[src/include/hsi_macros.svh]
`ifndef HSI_MACROS_SVH
`define HSI_MACROS_SVH

// Bit timing, shared by transmitter and receivers
`define HSI_BIT_CYCLES 4
`define HSI_HALF_BIT (`HSI_BIT_CYCLES / 2)
`define HSI_BIT_CNT_W 2

// Start, 8 data, parity, stop
`define HSI_FRAME_BITS 11
`define HSI_IDX_W 4
`define HSI_DATA_BITS 8
`define HSI_DATA_IDX_W 3

// Cycles the merger waits for the late receiver
`define HSI_MERGE_WINDOW 8
`define HSI_WIN_CNT_W 4

`endif

[src/logic/hsi_pkg.sv]
package hsi_pkg;

	// Transmitter
	typedef enum logic [0:0] {
		TX_IDLE = 1'b0,
		TX_SEND = 1'b1
	} tx_state_t;

	// Line receiver, one state per frame field
	typedef enum logic [2:0] {
		RX_IDLE   = 3'd0,
		RX_START  = 3'd1,
		RX_DATA   = 3'd2,
		RX_PARITY = 3'd3,
		RX_STOP   = 3'd4
	} rx_state_t;

	// Merger
	// MG_WAIT holds the first result while the window is open
	typedef enum logic [0:0] {
		MG_IDLE = 1'b0,
		MG_WAIT = 1'b1
	} merge_state_t;

endpackage

[src/logic/hsi_frame_merge.sv]
`timescale 1ns/1ps
`include "hsi_macros.svh"

module hsi_frame_merge (
	input  logic       clk,
	input  logic       rst_n,
	input  logic       done1,
	input  logic       ok1,
	input  logic [7:0] q1,
	input  logic       done2,
	input  logic       ok2,
	input  logic [7:0] q2,
	output logic [7:0] rx_q,
	output logic       rx_valid,
	output logic       rx_err,
	output logic       rx_degraded
);

	hsi_pkg::merge_state_t state;

	logic [`HSI_WIN_CNT_W-1:0] cnt;
	logic                      first_is1;
	logic                      f_ok;
	logic [7:0]                f_q;
	logic                      open_win;
	logic                      other_done;
	logic                      win_end;
	logic                      close;
	logic                      r1_ok;
	logic                      r2_ok;
	logic [7:0]                r1_q;
	logic [7:0]                r2_q;
	logic                      any_ok;
	logic                      degraded;

	// Only one side done, start waiting for the other
	assign open_win   = (state == hsi_pkg::MG_IDLE) && (done1 ^ done2);
	assign other_done = first_is1 ? done2 : done1;
	assign win_end    = (cnt == `HSI_WIN_CNT_W'(`HSI_MERGE_WINDOW - 1));

	// Per-line view of the results; a missing side counts as not ok
	always_comb begin
		if (state == hsi_pkg::MG_WAIT) begin
			r1_ok = first_is1 ? f_ok : (ok1 & done1);
			r1_q  = first_is1 ? f_q : q1;
			r2_ok = first_is1 ? (ok2 & done2) : f_ok;
			r2_q  = first_is1 ? q2 : f_q;
			close = other_done | win_end;
		end else begin
			r1_ok = ok1 & done1;
			r1_q  = q1;
			r2_ok = ok2 & done2;
			r2_q  = q2;
			close = done1 & done2;
		end
	end

	assign any_ok   = r1_ok | r2_ok;
	assign degraded = ~(r1_ok & r2_ok) | (r1_q != r2_q);

	always_ff @(posedge clk or negedge rst_n) begin
		if (!rst_n) begin
			state       <= hsi_pkg::MG_IDLE;
			cnt         <= '0;
			first_is1   <= 1'b0;
			rx_valid    <= 1'b0;
			rx_err      <= 1'b0;
			rx_degraded <= 1'b0;
		end else begin
			rx_valid    <= close & any_ok;
			rx_err      <= close & ~any_ok;
			rx_degraded <= close & any_ok & degraded;
			case (state)
				hsi_pkg::MG_IDLE: begin
					if (open_win) begin
						state     <= hsi_pkg::MG_WAIT;
						cnt       <= '0;
						first_is1 <= done1;
					end
				end
				hsi_pkg::MG_WAIT: begin
					if (close) begin
						state <= hsi_pkg::MG_IDLE;
					end else begin
						cnt <= cnt + 1'b1;
					end
				end
			endcase
		end
	end

	always_ff @(posedge clk) begin
		if (open_win) begin
			f_ok <= done1 ? ok1 : ok2;
			f_q  <= done1 ? q1 : q2;
		end
		// Line 1 wins when both are ok
		if (close) begin
			rx_q <= r1_ok ? r1_q : r2_q;
		end
	end

endmodule

[src/logic/hsi_frame_tx.sv]
`timescale 1ns/1ps
`include "hsi_macros.svh"

module hsi_frame_tx (
	input  logic       clk,
	input  logic       rst_n,
	input  logic       tx_start,
	input  logic [7:0] tx_d,
	output logic       com1,
	output logic       com2,
	output logic       tx_busy
);

	hsi_pkg::tx_state_t state;

	logic [`HSI_FRAME_BITS-1:0] frame;
	logic [`HSI_BIT_CNT_W-1:0]  bit_cnt;
	logic [`HSI_IDX_W-1:0]      bit_idx;
	logic                       accept;
	logic                       last_cycle;
	logic                       last_bit;
	logic                       line_bit;

	// Strobes during a frame are dropped
	assign accept = (state == hsi_pkg::TX_IDLE) && tx_start;

	assign last_cycle = (bit_cnt == `HSI_BIT_CNT_W'(`HSI_BIT_CYCLES - 1));
	assign last_bit   = (bit_idx == `HSI_IDX_W'(`HSI_FRAME_BITS - 1));

	always_ff @(posedge clk or negedge rst_n) begin
		if (!rst_n) begin
			state   <= hsi_pkg::TX_IDLE;
			bit_cnt <= '0;
			bit_idx <= '0;
		end else begin
			case (state)
				hsi_pkg::TX_IDLE: begin
					if (accept) begin
						state   <= hsi_pkg::TX_SEND;
						bit_cnt <= '0;
						bit_idx <= '0;
					end
				end
				hsi_pkg::TX_SEND: begin
					if (last_cycle) begin
						bit_cnt <= '0;
						if (last_bit) begin
							state <= hsi_pkg::TX_IDLE;
						end else begin
							bit_idx <= bit_idx + 1'b1;
						end
					end else begin
						bit_cnt <= bit_cnt + 1'b1;
					end
				end
			endcase
		end
	end

	// Frame image, LSB goes out first
	// stop, odd parity, data, start
	always_ff @(posedge clk) begin
		if (accept) begin
			frame <= {1'b1, ~^tx_d, tx_d, 1'b0};
		end else if (state == hsi_pkg::TX_SEND && last_cycle) begin
			frame <= {1'b1, frame[`HSI_FRAME_BITS-1:1]};
		end
	end

	assign tx_busy = (state == hsi_pkg::TX_SEND);

	// Line idles high between frames
	assign line_bit = tx_busy ? frame[0] : 1'b1;

	// Both lines carry the same frame
	assign com1 = line_bit;
	assign com2 = line_bit;

endmodule

[src/logic/hsi_line_rx.sv]
`timescale 1ns/1ps
`include "hsi_macros.svh"

module hsi_line_rx (
	input  logic       clk,
	input  logic       rst_n,
	input  logic       line,
	output logic [7:0] q,
	output logic       done,
	output logic       ok
);

	hsi_pkg::rx_state_t state;

	logic                          line_s1;
	logic                          line_s2;
	logic                          line_d;
	logic                          fall;
	logic [`HSI_BIT_CNT_W-1:0]     cnt;
	logic [`HSI_DATA_IDX_W-1:0]    data_idx;
	logic                          mid_start;
	logic                          mid_bit;
	logic                          last_data;
	logic [7:0]                    shreg;
	logic                          parity;

	// Two-flop synchronizer plus one stage for edge detection
	// Held high in reset so no false start edge
	always_ff @(posedge clk or negedge rst_n) begin
		if (!rst_n) begin
			line_s1 <= 1'b1;
			line_s2 <= 1'b1;
			line_d  <= 1'b1;
		end else begin
			line_s1 <= line;
			line_s2 <= line_s1;
			line_d  <= line_s2;
		end
	end

	assign fall = line_d & ~line_s2;

	// Half a bit after the edge, then a full bit between samples
	assign mid_start = (cnt == `HSI_BIT_CNT_W'(`HSI_HALF_BIT - 1));
	assign mid_bit   = (cnt == `HSI_BIT_CNT_W'(`HSI_BIT_CYCLES - 1));
	assign last_data = (data_idx == `HSI_DATA_IDX_W'(`HSI_DATA_BITS - 1));

	always_ff @(posedge clk or negedge rst_n) begin
		if (!rst_n) begin
			state    <= hsi_pkg::RX_IDLE;
			cnt      <= '0;
			data_idx <= '0;
			done     <= 1'b0;
		end else begin
			done <= 1'b0;
			case (state)
				hsi_pkg::RX_IDLE: begin
					if (fall) begin
						state <= hsi_pkg::RX_START;
						cnt   <= '0;
					end
				end
				hsi_pkg::RX_START: begin
					if (mid_start) begin
						cnt      <= '0;
						data_idx <= '0;
						// Glitch, not a start bit
						state    <= line_s2 ? hsi_pkg::RX_IDLE : hsi_pkg::RX_DATA;
					end else begin
						cnt <= cnt + 1'b1;
					end
				end
				hsi_pkg::RX_DATA: begin
					cnt <= cnt + 1'b1;
					if (mid_bit) begin
						data_idx <= data_idx + 1'b1;
						if (last_data) begin
							state <= hsi_pkg::RX_PARITY;
						end
					end
				end
				hsi_pkg::RX_PARITY: begin
					cnt <= cnt + 1'b1;
					if (mid_bit) begin
						state <= hsi_pkg::RX_STOP;
					end
				end
				hsi_pkg::RX_STOP: begin
					cnt <= cnt + 1'b1;
					if (mid_bit) begin
						state <= hsi_pkg::RX_IDLE;
						done  <= 1'b1;
					end
				end
				default: state <= hsi_pkg::RX_IDLE;
			endcase
		end
	end

	// Data path, LSB arrives first
	always_ff @(posedge clk) begin
		case (state)
			hsi_pkg::RX_START: parity <= 1'b0;
			hsi_pkg::RX_DATA: begin
				if (mid_bit) begin
					shreg  <= {line_s2, shreg[7:1]};
					parity <= parity ^ line_s2;
				end
			end
			hsi_pkg::RX_PARITY: begin
				if (mid_bit) begin
					parity <= parity ^ line_s2;
				end
			end
			hsi_pkg::RX_STOP: begin
				if (mid_bit) begin
					q  <= shreg;
					// Odd count of ones over data and parity, stop bit high
					ok <= parity & line_s2;
				end
			end
			default: begin
			end
		endcase
	end

endmodule

[src/logic/hsi_link.sv]
`timescale 1ns/1ps

module hsi_link (
	input  logic       clk,
	input  logic       rst_n,
	input  logic       tx_start,
	input  logic [7:0] tx_d,
	input  logic       line1,
	input  logic       line2,
	output logic       com1,
	output logic       com2,
	output logic       tx_busy,
	output logic [7:0] rx_q,
	output logic       rx_valid,
	output logic       rx_err,
	output logic       rx_degraded
);

	logic [7:0] q1;
	logic [7:0] q2;
	logic       done1;
	logic       done2;
	logic       ok1;
	logic       ok2;

	hsi_frame_tx tx (
		.clk(clk),
		.rst_n(rst_n),
		.tx_start(tx_start),
		.tx_d(tx_d),
		.com1(com1),
		.com2(com2),
		.tx_busy(tx_busy)
	);

	// Receivers run side by side, one per line
	hsi_line_rx rx1 (
		.clk(clk),
		.rst_n(rst_n),
		.line(line1),
		.q(q1),
		.done(done1),
		.ok(ok1)
	);

	hsi_line_rx rx2 (
		.clk(clk),
		.rst_n(rst_n),
		.line(line2),
		.q(q2),
		.done(done2),
		.ok(ok2)
	);

	hsi_frame_merge merge (
		.clk(clk),
		.rst_n(rst_n),
		.done1(done1),
		.ok1(ok1),
		.q1(q1),
		.done2(done2),
		.ok2(ok2),
		.q2(q2),
		.rx_q(rx_q),
		.rx_valid(rx_valid),
		.rx_err(rx_err),
		.rx_degraded(rx_degraded)
	);

endmodule

[config.mk]
export PLATFORM = sky130hd
export DESIGN_NAME = hsi_link
export DESIGN_NICKNAME = d
export VERILOG_FILES = /design/src/logic/hsi_pkg.sv /design/src/logic/hsi_frame_merge.sv /design/src/logic/hsi_frame_tx.sv /design/src/logic/hsi_line_rx.sv /design/src/logic/hsi_link.sv
export VERILOG_INCLUDE_DIRS = /design/src /design/src/include
export SDC_FILE = /design/constraint.sdc
export NUM_CORES = 1
export LEC_CHECK = 0
export ABC_AREA = 1
export BUFFER_PORTS_ARGS = -buffer_cell sky130_fd_sc_hd__buf_2
export CELL_PAD_IN_SITES_DETAIL_PLACEMENT = 0
export CELL_PAD_IN_SITES_GLOBAL_PLACEMENT = 1
export CORE_AREA = 2 2 146 148
export CTS_BUF_LIST = sky130_fd_sc_hd__clkbuf_8
export DETAILED_ROUTE_END_ITERATION = 8
export DIE_AREA = 0 0 148 150
export PLACE_DENSITY_LB_ADDON = 0.1
export SLEW_MARGIN = 20
export SYNTH_ARGS = -nofsm -noshare
export SYNTH_HDL_FRONTEND = slang
export SYNTH_HIERARCHICAL = 1
export SYNTH_SLANG_ARGS = --single-unit
[constraint.sdc]
create_clock -name clk -period 4.7 [get_ports clk]
set_input_delay 0.94 -clock clk [delete_from_list [all_inputs] [get_ports clk]]
set_output_delay 0.94 -clock clk [all_outputs]
set_load 0.02 [all_outputs]
==> summary by stage <==
Synth
The synthesized design spends more area on one cell type than any other, namely edfxtp_1. The cell area that synthesis handed to floorplanning was 5085 sq um. The number of warnings reported in the yosys synthesis log is 6. In this run, distinct cell masters in the synthesized netlist total 37.

In this run the mean area of a mapped cell was 9.262 sq um. In the synthesized netlist the dominant register cell turns out to be edfxtp_1. Synthesis inferred 103 register bits. Of the post-synthesis cell area, the dominant cell type holds 36.61%. The async set or reset register ratio after synthesis is 38.83%. The number of instances in the synthesized netlist is 549. By area the synthesized netlist is led by edfxtp_1 37%, dfrtp_1 17%, nand2_1 13%. Yosys mapped a number of flops with a built-in enable equal to 62.

The total nets after synthesis is 580. The portion of the post-synthesis area used by sequential elements is 56.84%.

Worst setup path
The type of the setup path with the least slack is reg -> out. Traced cell by cell, the critical path runs through inv_2 -> or2_2 -> buf_2. STA classifies the critical path startpoint as a flop. The required time of the critical path is 3.76 ns. The startpoint identified for the worst register-to-register timing path is merge/state. The largest driver fanout on the critical path is 8.

For the worst setup path, the data arrival time is 1.49 ns. The delay contributed by the slowest stage of the critical path is 0.51 ns. The beginning of the critical path is tx/tx_busy. STA classifies the critical path endpoint as a primary output. The minimum setup slack among reg-to-reg paths is 2.41 ns. The largest individual stage delay along the critical path comes from the cell dfrtp_1.

Floorplanning
The die extent in x is 148 um. For this configuration, the core starts out at a cell density of 24.58%. In this run the core area contains 53 standard-cell rows. 27 I/O pins were placed. The placeable core region is 20690 sq um. The die area is 22200 sq um.

The height of the die is 150 um.

Global routing
The maximum number of pins on one net before global-route repair is 41. The global-route usage over all layers is 9.884%. After global routing the overflow that remains totals 0.

The number of antenna violations at the first check in global routing is 0. The first global-routing pass estimated 17.15 mm of wire. The via count of the first global-routing pass is 3409.

STA
The worst path setup slack after routing is 2.275 ns. The worst-margin pin slew is 0.8700 ns. The number of max-slew violations in the final report was 0. The highest clock rate is 0.4124 GHz. The setup TNS after final layout is 0 ns. Setup repair after global routing left no endpoint under its margin. The clock period minus worst slack is 2.425 ns. Headroom to the max-slew limit came out at 41.79%. The count of final hold-check violations is 0. Final hold analysis gives a worst-case slack of 0.3611 ns. On the final layout, the worst clock skew is 0.009253 ns.

The final period utilization is 51.60%. The total of endpoints with negative setup slack in the final report is 0.

Route
The number of DRC violations after detailed-routing iteration 0 is 110. The number of DRC violations after detailed routing is 0. In this run the remaining antenna-violating nets after routing total 0.

The total iterations of the first detailed-routing run is 6. For this block, the routed nets add up to 10.34 mm of wire. Dividing the detail-routed via count by the number of cells gives 4.103. The via count of the routed design is 3508. After detailed routing, the average wire length per cell comes to 12.09 um.

Clock network
The number of buffers on the longest clock path is 2. The number of hold buffers added after CTS was 0. The clock sink count is 103. The number of setup buffers added after CTS is 0. The clock network latency to the later pin of the worst-skew pair is 0.39 ns. TritonCTS built the clock tree.

Clock tree synthesis inserted a total of 9 buffers. The H-tree was split into 3 levels. The post-CTS resize count is 0. The library cell used as clock root buffer is clkbuf_8. The register clock-pin slew on the reported worst setup and hold paths is 0.10 ns.

Cells and area
The number of nets in the final layout is 606. Leaving out fill and tap cells, the most frequent cell in the layout is nand2_1. Leaving out fill and tap cells, the most frequent cells in the layout are 177 x nand2_1, 62 x edfxtp_1, 60 x inv_1. The total inserted antenna cells is 0. The proportion of layout cells with a drive suffix above 1 is 15.34%. The post-synthesis to final-layout area growth is 11.42%.

Place
OpenSTA, run right after detailed placement, puts the worst setup slack at 2.445 ns. Routability-driven placement finished with a final weighted congestion of 0.7562. Detailed placement ended at an HPWL of 7.571 mm. The number of buffer cells added on primary ports is 26.

Power and ir drop
The standby leakage power is 2.604 nW. IR analysis of the VDD net gives a maximum drop of 0.1845 mV. Power spread over the standard cell area amounts to 484.6 nW/um^2.

Min path
The type of the most critical hold path is reg -> reg. The start point of the worst min-delay path is rx2/line_s1.

Flow run
The max capacitance violation total is 0.

Run status
The flow ran to the end, and the final reports show no timing, DRC or antenna violations.
report_power, final:
group	total [W]	internal (W)	leakage, nW	switching, W
clock network	0.000572	0.000247	0.0972	0.000324
registers	0.00131	0.00116	1.08	0.000147
logic	0.000865	0.000302	1.43	0.000563
total	0.00275	0.00171	2.60	0.00103
synthesized netlist by cell type, types with 2 or more instances:
cell	n
nand2_1	177
nor2_2	6
xnor2_1	2
nand2_2	13
ha_1	18
nand3_1	43
nand4_1	2
o21ai_2	3
o21ai_1	7
nor2_4	2
o31ai_1	3
dfrtp_1	34
inv_2	9
nor2_1	27
nand2_4	3
dfstp_2	6
buf_4	3
buf_6	5
buf_2	2
o21bai_1	2
inv_1	60
o21ai_0	35
edfxtp_1	62
a21oi_1	12
registers in the layout, indices dropped and copies added, names as in the netlist, 3 cells and up:
register / cells
merge/cnt: 4
merge/f_q: 8
merge/rx_q: 8
rx1/data_idx: 3
rx1/q: 8
rx1/shreg: 8
rx1/state: 3
rx2/data_idx: 3
rx2/q: 8
rx2/shreg: 8
rx2/state: 3
tx/bit_idx: 4
tx/frame: 10
layer usage:
layer | wire length [um] | share of wire, % | GRT usage, % | vias up
li1 | - | - | - | 1824
met1 | 5096 | 49 | 12.42 | 1623
met2 | 4763 | 46 | 16.39 | 51
met3 | 343 | 3.3 | 3.110 | 10
met4 | 136 | 1.3 | 2.810 | 0
met5 | 0 | 0 | 0 | -
stage by stage:
step | std cells | utilization [%] | cell area (sq um) | total power [W]
global placement | 839 | 26.43 | 5469 | 0.002213
detailed placement | 839 | 26.43 | 5469 | 0.002215
finish | 855 | 27.38 | 5665 | 0.002745
floorplan | 549 | - | 5085 | 0.002010
global route | 855 | 27.38 | 5665 | 0.002976
CTS | 855 | 27.38 | 5665 | 0.002806
kinds of logic (layout without fill, tap and decap cells):
group | Yosys count | in the layout | synth area share (%)
AOI/OAI and AO/OA | 66 | 66 | 7.628
DFF | 103 | 103 | 56.84
adders and majority gates | 18 | 18 | 4.429
xor gates and xnor gates | 2 | 2 | 0.3446
and+or+nand+nor | 278 | 278 | 23.67
buffers and inverters | 82 | 113 | 7.086
cell type report:
type | count | area, sq um
clock buffers | 9 | 123.9
clock inverters | 7 | 72.57
fillers | 2231 | 15020
inverters | 70 | 262.8
multi-input cells | 364 | 1834
flip-flops and latches | 103 | 2890
well taps | 275 | 344.1
repair buffers | 27 | 137.6
final timing paths:
path,to,depth (start not counted)
max reg2reg,merge/rx_q[2],5
max in group asynchronous,tx/tx_busy,2
min reg2reg,rx2/line_s2,0
min in group asynchronous,rx2/done,2
min,rx2/line_s2,0
max,com2,3
worst max-delay path, delay by kind of cell, from the launching register on:
family	cells	cell delay, ns
buf+inv	2	0.29
flops	1	0.51
simple gates	1	0.31
(Power assumes the default switching activity.)
